### src/rtl/hawk_pkg.sv
`default_nettype none

package hawk_pkg;

    // AXI widths seen on both the CPU and the memory side
    localparam int ADDR_W = 40;
    localparam int DATA_W = 64;
    localparam int STRB_W = DATA_W / 8;
    localparam int ID_W = 4;
    localparam int LEN_W = 8;

    // 4 KB pages
    localparam int PAGE_LSB = 12;
    localparam int PAGE_W = ADDR_W - PAGE_LSB;

    // Burst storage, one entry per beat of the longest burst
    localparam int FIFO_DEPTH = 16;
    localparam int FIFO_AW = $clog2(FIFO_DEPTH);

    // One extra bit so a full 16-beat count still fits
    localparam int BEAT_CNT_W = FIFO_AW + 1;

    // Page remap table
    localparam int REMAP_ENTRIES = 16;
    localparam int REMAP_IDX_W = $clog2(REMAP_ENTRIES);

    typedef logic [ADDR_W-1:0] addr_t;
    typedef logic [DATA_W-1:0] data_t;
    typedef logic [STRB_W-1:0] strb_t;
    typedef logic [ID_W-1:0] axi_id_t;
    typedef logic [LEN_W-1:0] axi_len_t;

    // Address bits 39 to 12
    typedef logic [PAGE_W-1:0] page_t;

    typedef logic [REMAP_IDX_W-1:0] remap_idx_t;
    typedef logic [BEAT_CNT_W-1:0] beat_cnt_t;

    // Write pointer and read pointer carry a wrap bit above the index
    typedef logic [FIFO_AW:0] fifo_ptr_t;

    // Address hold FSM
    //   AW_IDLE        waiting for a CPU burst
    //   AW_COLLECT     beats flowing into the FIFO
    //   AW_WAIT_GRANT  all beats stored, asking the engine
    typedef enum logic [1:0] {
        AW_IDLE,
        AW_COLLECT,
        AW_WAIT_GRANT
    } aw_state_t;

endpackage

`default_nettype wire

### src/rtl/aw_hold.sv
`default_nettype none

module aw_hold (
    input  wire                       clk,
    input  wire                       rst,

    input  wire  hawk_pkg::axi_id_t   s_axi_awid,
    input  wire  hawk_pkg::addr_t     s_axi_awaddr,
    input  wire  hawk_pkg::axi_len_t  s_axi_awlen,
    input  wire  [2:0]                s_axi_awsize,
    input  wire  [1:0]                s_axi_awburst,
    input  wire                       s_axi_awvalid,
    output logic                      s_axi_awready,

    input  wire                       beat_accept,
    output logic                      hold,

    output logic                      req_valid,
    output hawk_pkg::page_t           req_page,
    input  wire                       grant,
    input  wire  hawk_pkg::page_t     grant_page,
    input  wire                       hawk_inactive,

    output hawk_pkg::axi_id_t         m_axi_awid,
    output hawk_pkg::addr_t           m_axi_awaddr,
    output hawk_pkg::axi_len_t        m_axi_awlen,
    output logic [2:0]                m_axi_awsize,
    output logic [1:0]                m_axi_awburst,
    output logic                      m_axi_awvalid,
    input  wire                       m_axi_awready
);

    import hawk_pkg::*;

    aw_state_t state;
    beat_cnt_t beat_cnt;
    logic      granted;
    logic      aw_fire;
    logic      last_beat;
    logic      splice;

    assign aw_fire = (state == AW_IDLE) && s_axi_awready && s_axi_awvalid;

    // awlen is the beat count minus one, so compare before the increment
    assign last_beat = beat_accept && (axi_len_t'(beat_cnt) == m_axi_awlen);

    // Engine asked only while it is active
    assign req_valid = (state == AW_WAIT_GRANT) && !hawk_inactive;
    assign req_page = m_axi_awaddr[ADDR_W-1:PAGE_LSB];

    // Take the answer once per request
    assign splice = req_valid && grant && !granted;

    always_ff @(posedge clk) begin
        if (rst) begin
            state <= AW_IDLE;
            hold <= 1'b1;
            beat_cnt <= '0;
            granted <= 1'b0;
            s_axi_awready <= 1'b0;
            m_axi_awvalid <= 1'b0;
        end else begin
            if (m_axi_awready) begin
                m_axi_awvalid <= 1'b0;
            end

            case (state)
                AW_IDLE: begin
                    // Only one burst in flight, wait for the previous AW to leave
                    s_axi_awready <= !(m_axi_awvalid && !m_axi_awready);
                    if (aw_fire) begin
                        s_axi_awready <= 1'b0;
                        hold <= 1'b0;
                        beat_cnt <= '0;
                        state <= AW_COLLECT;
                    end
                end
                AW_COLLECT: begin
                    if (beat_accept) begin
                        beat_cnt <= beat_cnt + 1'b1;
                    end
                    if (last_beat) begin
                        hold <= 1'b1;
                        state <= AW_WAIT_GRANT;
                    end
                end
                AW_WAIT_GRANT: begin
                    if (hawk_inactive || granted) begin
                        m_axi_awvalid <= 1'b1;
                        granted <= 1'b0;
                        state <= AW_IDLE;
                    end else if (splice) begin
                        granted <= 1'b1;
                    end
                end
                default: state <= AW_IDLE;
            endcase
        end
    end

    // Held burst fields, page bits overwritten by the engine's answer
    always_ff @(posedge clk) begin
        if (aw_fire) begin
            m_axi_awid <= s_axi_awid;
            m_axi_awaddr <= s_axi_awaddr;
            m_axi_awlen <= s_axi_awlen;
            m_axi_awsize <= s_axi_awsize;
            m_axi_awburst <= s_axi_awburst;
        end else if (splice) begin
            m_axi_awaddr[ADDR_W-1:PAGE_LSB] <= grant_page;
        end
    end

endmodule

`default_nettype wire

### src/rtl/wdata_fifo.sv
`default_nettype none

module wdata_fifo (
    input  wire                    clk,
    input  wire                    rst,
    input  wire                    hold,

    input  wire  hawk_pkg::data_t  s_axi_wdata,
    input  wire  hawk_pkg::strb_t  s_axi_wstrb,
    input  wire                    s_axi_wlast,
    input  wire                    s_axi_wvalid,
    output logic                   s_axi_wready,
    output logic                   beat_accept,

    output hawk_pkg::data_t        m_axi_wdata,
    output hawk_pkg::strb_t        m_axi_wstrb,
    output logic                   m_axi_wlast,
    output logic                   m_axi_wvalid,
    input  wire                    m_axi_wready
);

    import hawk_pkg::*;

    data_t mem_data [FIFO_DEPTH];
    strb_t mem_strb [FIFO_DEPTH];
    logic  mem_last [FIFO_DEPTH];

    fifo_ptr_t wr_ptr;
    fifo_ptr_t rd_ptr;

    // Memory read stage
    data_t rd_data;
    strb_t rd_strb;
    logic  rd_last;
    logic  rd_valid;

    logic full;
    logic empty;
    logic wr_en;
    logic rd_en;
    logic store_out;

    // Same index, opposite wrap bit
    assign full = (wr_ptr[FIFO_AW] != rd_ptr[FIFO_AW]) &&
                  (wr_ptr[FIFO_AW-1:0] == rd_ptr[FIFO_AW-1:0]);
    assign empty = (wr_ptr == rd_ptr);

    assign s_axi_wready = !full && !hold;
    assign wr_en = s_axi_wvalid && s_axi_wready;
    assign beat_accept = wr_en;

    // Output register free or draining this cycle
    assign store_out = m_axi_wready || !m_axi_wvalid;
    assign rd_en = !empty && (store_out || !rd_valid);

    always_ff @(posedge clk) begin
        if (rst) begin
            wr_ptr <= '0;
            rd_ptr <= '0;
            rd_valid <= 1'b0;
            m_axi_wvalid <= 1'b0;
        end else begin
            if (wr_en) begin
                wr_ptr <= wr_ptr + 1'b1;
            end
            if (rd_en) begin
                rd_ptr <= rd_ptr + 1'b1;
            end
            if (store_out || !rd_valid) begin
                rd_valid <= !empty;
            end
            if (store_out) begin
                m_axi_wvalid <= rd_valid;
            end
        end
    end

    always_ff @(posedge clk) begin
        if (wr_en) begin
            mem_data[wr_ptr[FIFO_AW-1:0]] <= s_axi_wdata;
            mem_strb[wr_ptr[FIFO_AW-1:0]] <= s_axi_wstrb;
            mem_last[wr_ptr[FIFO_AW-1:0]] <= s_axi_wlast;
        end
        if (rd_en) begin
            rd_data <= mem_data[rd_ptr[FIFO_AW-1:0]];
            rd_strb <= mem_strb[rd_ptr[FIFO_AW-1:0]];
            rd_last <= mem_last[rd_ptr[FIFO_AW-1:0]];
        end
        if (store_out) begin
            m_axi_wdata <= rd_data;
            m_axi_wstrb <= rd_strb;
            m_axi_wlast <= rd_last;
        end
    end

endmodule

`default_nettype wire

### src/rtl/page_remap.sv
`default_nettype none

module page_remap (
    input  wire                       clk,
    input  wire                       rst,

    input  wire                       req_valid,
    input  wire  hawk_pkg::page_t     req_page,
    output logic                      grant,
    output hawk_pkg::page_t           grant_page,

    input  wire                       cfg_wr,
    input  wire  hawk_pkg::remap_idx_t cfg_idx,
    input  wire  hawk_pkg::page_t     cfg_page,
    input  wire  hawk_pkg::page_t     cfg_ppa
);

    import hawk_pkg::*;

    logic  entry_valid [REMAP_ENTRIES];
    page_t entry_tag [REMAP_ENTRIES];
    page_t entry_ppa [REMAP_ENTRIES];

    logic       req_q;
    logic       req_rise;
    remap_idx_t lookup_idx;

    // Lookup stage
    logic  lookup_valid;
    logic  hit_q;
    page_t ppa_q;
    page_t page_q;

    // Direct mapped on the low page bits
    assign lookup_idx = req_page[REMAP_IDX_W-1:0];
    assign req_rise = req_valid && !req_q;

    always_ff @(posedge clk) begin
        if (rst) begin
            for (int i = 0; i < REMAP_ENTRIES; i++) begin
                entry_valid[i] <= 1'b0;
            end
            req_q <= 1'b0;
            lookup_valid <= 1'b0;
            grant <= 1'b0;
        end else begin
            if (cfg_wr) begin
                entry_valid[cfg_idx] <= 1'b1;
            end
            req_q <= req_valid;
            lookup_valid <= req_rise;
            grant <= lookup_valid;
        end
    end

    always_ff @(posedge clk) begin
        if (cfg_wr) begin
            entry_tag[cfg_idx] <= cfg_page;
            entry_ppa[cfg_idx] <= cfg_ppa;
        end
        if (req_rise) begin
            hit_q <= entry_valid[lookup_idx] && (entry_tag[lookup_idx] == req_page);
            ppa_q <= entry_ppa[lookup_idx];
            page_q <= req_page;
        end
        // Miss answers with the page it was asked about
        if (lookup_valid) begin
            grant_page <= hit_q ? ppa_q : page_q;
        end
    end

endmodule

`default_nettype wire

### src/rtl/hawk_stall_wr_top.sv
`default_nettype none

module hawk_stall_wr_top (
    input  wire                        clk,
    input  wire                        rst,
    input  wire                        hawk_inactive,

    input  wire                        cfg_wr,
    input  wire  hawk_pkg::remap_idx_t cfg_idx,
    input  wire  hawk_pkg::page_t      cfg_page,
    input  wire  hawk_pkg::page_t      cfg_ppa,

    // CPU side, AXI4 slave
    input  wire  hawk_pkg::axi_id_t    s_axi_awid,
    input  wire  hawk_pkg::addr_t      s_axi_awaddr,
    input  wire  hawk_pkg::axi_len_t   s_axi_awlen,
    input  wire  [2:0]                 s_axi_awsize,
    input  wire  [1:0]                 s_axi_awburst,
    input  wire                        s_axi_awvalid,
    output wire                        s_axi_awready,
    input  wire  hawk_pkg::data_t      s_axi_wdata,
    input  wire  hawk_pkg::strb_t      s_axi_wstrb,
    input  wire                        s_axi_wlast,
    input  wire                        s_axi_wvalid,
    output wire                        s_axi_wready,
    output wire  hawk_pkg::axi_id_t    s_axi_bid,
    output wire  [1:0]                 s_axi_bresp,
    output wire                        s_axi_bvalid,
    input  wire                        s_axi_bready,

    // Memory side, AXI4 master
    output wire  hawk_pkg::axi_id_t    m_axi_awid,
    output wire  hawk_pkg::addr_t      m_axi_awaddr,
    output wire  hawk_pkg::axi_len_t   m_axi_awlen,
    output wire  [2:0]                 m_axi_awsize,
    output wire  [1:0]                 m_axi_awburst,
    output wire                        m_axi_awvalid,
    input  wire                        m_axi_awready,
    output wire  hawk_pkg::data_t      m_axi_wdata,
    output wire  hawk_pkg::strb_t      m_axi_wstrb,
    output wire                        m_axi_wlast,
    output wire                        m_axi_wvalid,
    input  wire                        m_axi_wready,
    input  wire  hawk_pkg::axi_id_t    m_axi_bid,
    input  wire  [1:0]                 m_axi_bresp,
    input  wire                        m_axi_bvalid,
    output wire                        m_axi_bready
);

    import hawk_pkg::*;

    wire   hold;
    wire   beat_accept;
    wire   req_valid;
    wire   grant;
    page_t req_page;
    page_t grant_page;

    aw_hold u_aw_hold (
        .clk(clk), .rst(rst),
        .s_axi_awid(s_axi_awid), .s_axi_awaddr(s_axi_awaddr), .s_axi_awlen(s_axi_awlen),
        .s_axi_awsize(s_axi_awsize), .s_axi_awburst(s_axi_awburst),
        .s_axi_awvalid(s_axi_awvalid), .s_axi_awready(s_axi_awready),
        .beat_accept(beat_accept), .hold(hold),
        .req_valid(req_valid), .req_page(req_page),
        .grant(grant), .grant_page(grant_page), .hawk_inactive(hawk_inactive),
        .m_axi_awid(m_axi_awid), .m_axi_awaddr(m_axi_awaddr), .m_axi_awlen(m_axi_awlen),
        .m_axi_awsize(m_axi_awsize), .m_axi_awburst(m_axi_awburst),
        .m_axi_awvalid(m_axi_awvalid), .m_axi_awready(m_axi_awready)
    );

    page_remap u_page_remap (
        .clk(clk), .rst(rst),
        .req_valid(req_valid), .req_page(req_page),
        .grant(grant), .grant_page(grant_page),
        .cfg_wr(cfg_wr), .cfg_idx(cfg_idx), .cfg_page(cfg_page), .cfg_ppa(cfg_ppa)
    );

    wdata_fifo u_wdata_fifo (
        .clk(clk), .rst(rst), .hold(hold),
        .s_axi_wdata(s_axi_wdata), .s_axi_wstrb(s_axi_wstrb), .s_axi_wlast(s_axi_wlast),
        .s_axi_wvalid(s_axi_wvalid), .s_axi_wready(s_axi_wready),
        .beat_accept(beat_accept),
        .m_axi_wdata(m_axi_wdata), .m_axi_wstrb(m_axi_wstrb), .m_axi_wlast(m_axi_wlast),
        .m_axi_wvalid(m_axi_wvalid), .m_axi_wready(m_axi_wready)
    );

    // Write response goes straight through
    assign s_axi_bid = m_axi_bid;
    assign s_axi_bresp = m_axi_bresp;
    assign s_axi_bvalid = m_axi_bvalid;
    assign m_axi_bready = s_axi_bready;

endmodule

`default_nettype wire

### config.mk
export PLATFORM = sky130hd
export DESIGN_NAME = hawk_stall_wr_top
export DESIGN_NICKNAME = d
export VERILOG_FILES = /design/src/rtl/hawk_pkg.sv /design/src/rtl/aw_hold.sv /design/src/rtl/wdata_fifo.sv /design/src/rtl/page_remap.sv /design/src/rtl/hawk_stall_wr_top.sv
export SDC_FILE = /design/constraint.sdc
export NUM_CORES = 2
export LEC_CHECK = 0
export ABC_AREA = 1
export BUFFER_PORTS_ARGS = -buffer_cell sky130_fd_sc_hd__buf_2
export CORE_UTILIZATION = 60
export CTS_BUF_LIST = sky130_fd_sc_hd__clkbuf_2 sky130_fd_sc_hd__clkbuf_4 sky130_fd_sc_hd__clkbuf_8
export CTS_CLUSTER_DIAMETER = 100
export DETAILED_ROUTE_END_ITERATION = 10
export GPL_TIMING_DRIVEN = 0
export PLACE_DENSITY = 0.8
export SLEW_MARGIN = 25
export SYNTH_ARGS = -nofsm -noshare
export SYNTH_HDL_FRONTEND = slang
export SYNTH_SLANG_ARGS = --single-unit
### constraint.sdc
create_clock -name clk -period 9.58 [get_ports clk]
set_clock_uncertainty 0.1 [all_clocks]
set_input_delay 1.916 -clock clk [delete_from_list [all_inputs] [get_ports clk]]
set_output_delay 1.916 -clock clk [all_outputs]
set_load 0.02 [all_outputs]
* After elaboration in Yosys (flattened, before gate mapping)
Memory sizes are Yosys's and may differ from the RTL's. A register that Yosys moved wholly into a read port is not among the register bits. Index checks and enable logic that the tools add are counted. W data, S select, Z words.
Cells by class: add/subtract/negate cells 3, eq/ne operators 11, multiplexer cells 32, reduce and logical (&&, ||, !) cells 35
Operator list (number):
- $mux W28 | 3
- $eq A28 B28 Y1 | 1
- $mux W1 | 18
- $add A5 B1 Y5 const B | 3
- $logic_and A1 B1 Y1 | 13
- $mux W4 | 3
- $logic_not A1 Y1 | 10
- $mux W5 | 2
- $pmux W5 S2 | 1
- $reduce_and A3 Y1 | 3
- $eq A5 B8 Y1 | 1
- $mux W2 | 3
- $ne A2 B1 Y1 const B | 3
- $pmux W2 S3 | 1
- $reduce_bool A2 Y1 | 3
- $eq A5 B5 Y1 | 1
- $eq A4 B4 Y1 | 1
- $logic_or A1 B1 Y1 | 3
- $eq A2 B1 Y1 const B | 1
- $eq A2 B2 Y1 const B | 1
- $logic_not A2 Y1 | 1
- $ne A2 B2 Y1 const B | 1
- $pmux W1 S2 | 1
- $reduce_and A2 Y1 | 1
- other kinds (2) | 2
Storage, ports and cells: flip-flop bits (word level) 213, memory bits (writable) 2080, bits of input ports 206, output and inout port bits 142, word-level logic and storage cells 112, memories 6
Memories:
- u_wdata_fifo.mem_data | depth 16, width 64, rd ports 1, clocked after memory_dff 1, write ports 1, RTL line wdata_fifo.sv:24 | data_t mem_data [FIFO_DEPTH];
- u_page_remap.entry_ppa | depth 16, width 28, rd ports 1, clocked after memory_dff 1, write ports 1, RTL line page_remap.sv:22 | page_t entry_ppa [REMAP_ENTRIES];
- u_page_remap.entry_tag | depth 16, width 28, rd ports 1, clocked after memory_dff 1, write ports 1, RTL line page_remap.sv:21 | page_t entry_tag [REMAP_ENTRIES];
- u_wdata_fifo.mem_strb | depth 16, width 8, rd ports 1, clocked after memory_dff 1, write ports 1, RTL line wdata_fifo.sv:25 | strb_t mem_strb [FIFO_DEPTH];
- u_page_remap.entry_valid | depth 16, width 1, rd ports 1, clocked after memory_dff 1, write ports 16, RTL line page_remap.sv:20 | logic entry_valid [REMAP_ENTRIES];
- u_wdata_fifo.mem_last | depth 16, width 1, rd ports 1, clocked after memory_dff 1, write ports 1, RTL line wdata_fifo.sv:26 | logic mem_last [FIFO_DEPTH];

* Logic depth before layout (Yosys ltp)
depth after elaboration 8, depth in mapped cells 17, gate-level depth less buffers 14

* Cells and area by module
A second synthesis with hierarchy kept.
Unflattened totals: cell total of the unflattened synthesis 7049, area, all modules 93369.5 sq um
By module, submodules not included:
- wdata_fifo | instances 1, cells an instance 3634, area an instance 50552.2 sq um, seq. area each 39698.1 sq um
- page_remap | instances 1, cells an instance 3131, area an instance 39847.0 sq um, seq. area each 29838.6 sq um
- aw_hold | instances 1, cells an instance 276, area an instance 2910.3 sq um, seq. area each 1931.9 sq um
- hawk_stall_wr_top | instances 1, cells an instance 8, area an instance 60.1 sq um, seq. area each 0.0 sq um

* Worst setup path after synthesis
No wires, ideal clock.
path type input port to flip-flop, start in cfg_idx[2], end mem u_page_remap.entry_ppa[0][0] in the netlist's numbering, enable pin, setup time 0.618 ns, data arrival time 7.501 ns, data required time 8.862 ns, setup slack 1.361 ns, stages on the path 1, path buffers 0, cells stage by stage nor4_1
RTL lines:
- start, declared | RTL line hawk_stall_wr_top.sv:9 | input wire hawk_pkg::remap_idx_t cfg_idx,
- end, declared | RTL line page_remap.sv:22
No word-level cell before the write port.

* Worst setup path after layout
start reg u_wdata_fifo.rd_ptr[0], end out s_axi_wready
On the way: cells in the longest elaborated chain, start to end 4
Ends and longest elaborated chain:
- start, declared | RTL line wdata_fifo.sv:29 | fifo_ptr_t rd_ptr;
- start signal, assigned | RTL line wdata_fifo.sv:67 | rd_ptr <= rd_ptr + 1'b1;
- $eq A4 B4 Y1 | RTL line wdata_fifo.sv:45 | (wr_ptr[FIFO_AW-1:0] == rd_ptr[FIFO_AW-1:0]);
- $logic_and A1 B1 Y1 | RTL line wdata_fifo.sv:44 | assign full = (wr_ptr[FIFO_AW] != rd_ptr[FIFO_AW]) &&
- $logic_not A1 Y1 | RTL line wdata_fifo.sv:48 | assign s_axi_wready = !full && !hold;
- $logic_and A1 B1 Y1 | RTL line wdata_fifo.sv:48
- end, declared | RTL line hawk_stall_wr_top.sv:25 | output wire s_axi_wready,
No other way between the ends.

==> flow_metrics.tcl <==
set metrics [dict create \
    ys_seq_elements 2398 \
    drt_iter0_drc 11992 \
    worstPathMaxFanout 10 \
    p_int_w 0.0176 \
    hold_slack_ns 0.280 \
    cp-end-kind "primary output" \
    die_w_um 394 \
    cts-resized-gates 0 \
    synth-main-ff-cell "edfxtp_1" \
    yosys-top-cells-count "edfxtp_1, nor2_1, nand2_1, o21ai_0, nand3_1" \
    grt_max_degree 54 \
    synth_cell_types 31 \
    power.net_switching_w 0.00764 \
    gp_congestion 0.937 \
    final-hold-violation-count 0 \
    clk_latency_ns 1.09 \
    placementRows 143 \
    whs_endpoint "u_wdata_fifo.m_axi_wstrb[4]" \
    initial_utilization_pct 60.6 \
    nets 7952 \
    hp-start "u_wdata_fifo.rd_strb[4]" \
    ant_nets 0 \
    yosysTopAreaCellShare_pct 76.5 \
    h-tree-depth 5 \
    r2r-end "u_wdata_fifo.mem_data[12][29]" \
    routed_wl_mm 278 \
    status "finished clean" \
    fin_crit_sh_pct 56.9 \
    dp_hpwl_mm 181 \
    num_io_pins 348 \
    p_sw_share_pct 30.3 \
    yosysTopAreaCell "edfxtp_1" \
    grt_pass1_vias 62861 \
    coreArea_um2 152000 \
    synth_warnings 0 \
    gr-total-overflow 0 \
    synth.net_count 7078 \
    rsz0062_at_grt "no" \
    setup_viol 0 \
    syn_to_final_growth_pct 15.6 \
    die_area_um2 155000 \
    crit_path_start_kind "flop" \
    p_clk_share_pct 32.6 \
    antenna_found_initial 50 \
    p_per_area_nw_per_um2 236 \
    slowest_delay_ns 0.51 \
    syn_avg_cell_area_um2 13.4 \
    cts_buffer_depth 4 \
    grtUsageTotal_pct 35.0 \
    hold_buffers 0 \
    p_leak_nw 37.0 \
    die-height_um 394 \
    ir_worst_vdd_mv 0.189 \
    crit_chain "buf_6, buf_2, xor2_1, nor4_1, nand2_1, nand2_1, inv_1, buf_2" \
    post-synth-top-count-cell "edfxtp_1" \
    cpMaxStageDelayCell "nor4_1" \
    drive_above_1_share_pct 15.1 \
    tightest_slew_ns 1.13 \
    reg2reg_setup_slack_ns 5.64 \
    path_clk_slew_ns 0.06 \
    dr.pass1.iters 9 \
    regToRegStartpoint "u_wdata_fifo.rd_ptr[0]" \
    fill_cells 9336 \
    yosysSeqAreaShare_pct 77.5 \
    arrival_ns 3.43 \
    vias 65594 \
    syn_inst 6866 \
    clock-sinks 2398 \
    drv_slew 0 \
    drv_cap 0 \
    drt-vias-per-instance 6.52 \
    seqPwrFrac_pct 48.8 \
    grt_pass1_wl_mm 398 \
    synth_area_leaders "edfxtp_1, o21ai_0, nor2_1" \
    min_path_type "flop to flop" \
    synth-edff-count 2352 \
    drc_errors 0 \
    post_cts_buffers 0 \
    port_buffers 338 \
    comb_power_share_pct 18.6 \
    dpl_cell_area_um2 99700 \
    clockRootBuffer "clkbuf_8" \
    period_needed_ns 5.45 \
    relSlewSlack_pct 24.8 \
    syn-cell-area_um2 92300 \
    stdcell_area_um2 107000 \
    crit_type "flop to primary output" \
    reg2regPathDepth 11 \
    fmax_ghz 0.184 \
    synthArstFlopShare_pct 0 \
    cp.required_ns 7.56 \
    cts_tree "done" \
    routedWlPerCell_um 27.6 \
    holdPathStages 0 \
    numCtsBuffers 379 \
]
-- power groups by stage --
stage,clock [W],sequential (W),combinational (W)
2_1_floorplan,0,0.0127,0.00219
3_3_place_gp,0,0.0125,0.00422
3_5_place_dp,0,0.0125,0.00443
4_1_cts,0.00820,0.0123,0.00449
5_1_grt,0.00866,0.0123,0.00490
6_report,0.00822,0.0123,0.00468
-- metrics by stage --
stage | total power, W | setup WS [ns] | util, % | setup TNS (ns) | instances
global placement | 0.0168 | -6.21 | 63.4 | -1017.56 | 9234
detailed placement | 0.0169 | 4.33 | 65.5 | 0 | 9389
global route | 0.0259 | 4.17 | 70.1 | 0 | 10057
floorplan | 0.0149 | 1.36 | - | 0 | 6866
CTS | 0.0250 | 4.18 | 70.0 | 0 | 10037
finish | 0.0252 | 4.13 | 70.1 | 0 | 10067
-- state kept, by name (all words and copies together) (netlist names), 28 cells and up, named ones only --
| register | flops |
|---|---|
| u_page_remap.entry_tag | 448 |
| u_page_remap.ppa_q | 28 |
| u_page_remap.entry_ppa | 448 |
| u_wdata_fifo.rd_data | 64 |
| u_page_remap.page_q | 28 |
| u_page_remap.grant_page | 28 |
| u_wdata_fifo.mem_data | 1024 |
| u_wdata_fifo.mem_strb | 128 |
| u_aw_hold.m_axi_awaddr | 40 |
| u_wdata_fifo.m_axi_wdata | 64 |
-- worst max-delay path, delay by kind of cell (launching register included) --
kind,cells,cell delay [ns]
buffers and inverters,4,0.75
xor gates and xnor gates,1,0.12
DFF,1,0.45
and+or+nand+nor,3,1.08
-- worst max-delay path by stage --
| stage | depth (start not counted) | startpoint | slack (ns) | to |
|---|---|---|---|---|
| final | 8 | u_wdata_fifo.rd_ptr[0] | 4.13 | s_axi_wready |
| after global routing | 8 | u_wdata_fifo.rd_ptr[0] | 4.17 | s_axi_wready |
| after CTS | 8 | u_wdata_fifo.rd_ptr[0] | 4.18 | s_axi_wready |
| after detailed placement | 12 | cfg_wr | 4.33 | u_page_remap.entry_ppa[2][14] |
| after global placement | 2 | cfg_idx[3] | -6.21 | u_page_remap.entry_ppa[4][10] |
| after floorplan | 1 | cfg_idx[2] | 1.36 | u_page_remap.entry_ppa[0][0] |
-- placed cells by master, fill, tap and decap left out, types with 3 or more instances in the layout --
cell type,Yosys,routed
buf_12,0,46
buf_16,0,59
a21oi_1,17,17
o21ai_0,851,851
clkinv_1,2,95
o21ai_1,10,10
buf_4,10,19
nor2_1,978,947
clkbuf_8,0,390
buf_8,0,5
buf_2,65,440
buf_1,29,28
clkbuf_2,0,12
nand3_1,436,436
nor4_2,0,3
bufinv_16,0,3
clkbuf_1,337,325
dfxtp_1,46,45
o22ai_1,197,197
xnor2_1,7,7
ha_1,6,6
clkbuf_4,0,121
mux2_2,28,28
clkinvlp_4,0,8
o211ai_1,71,71
edfxtp_1,2352,2352
nor2_4,0,31
inv_6,0,5
diode_2,0,30
nand2_1,969,967
xor2_1,8,8
inv_1,215,214
clkinv_2,0,26
o221ai_1,212,212
-- layout make-up --
cell class                      count  area [um2]  share of cell area (%)
Clock inverter                    137         691                   0.647
Timing Repair Buffer              493        4560                    4.27
Clock buffer                      511        6280                    5.88
Tap cell                         2030        2540                    2.38
Antenna cell                       30        75.1                  0.0703
Multi-Input combinational cell   3806       18400                    17.2
Buffer                            443        1810                    1.70
Sequential cell                  2398       71500                    67.0
Inverter                          219         827                   0.775
-- cell families after synthesis --
kind of cell | synth area share (%)
multiplexers | 0.342
adder cells (fa/ha/maj) | 0.0813
AO/OA/AOI/OAI | 8.69
buffers and inverters | 2.84
AND/OR/NAND/NOR | 10.4
XOR/XNOR | 0.142
flip-flops | 77.5
-- layer usage --
layer / wire length (um) / vias to the layer above / global-route usage, %
li1: - / 27025 / -
met1: 93200 / 31084 / 46.2
met2: 123000 / 6331 / 51.9
met3: 46100 / 1112 / 11.9
met4: 15200 / 42 / 18.1
met5: 335 / - / 0.339
No activity file was read; power rests on OpenSTA's default activity.
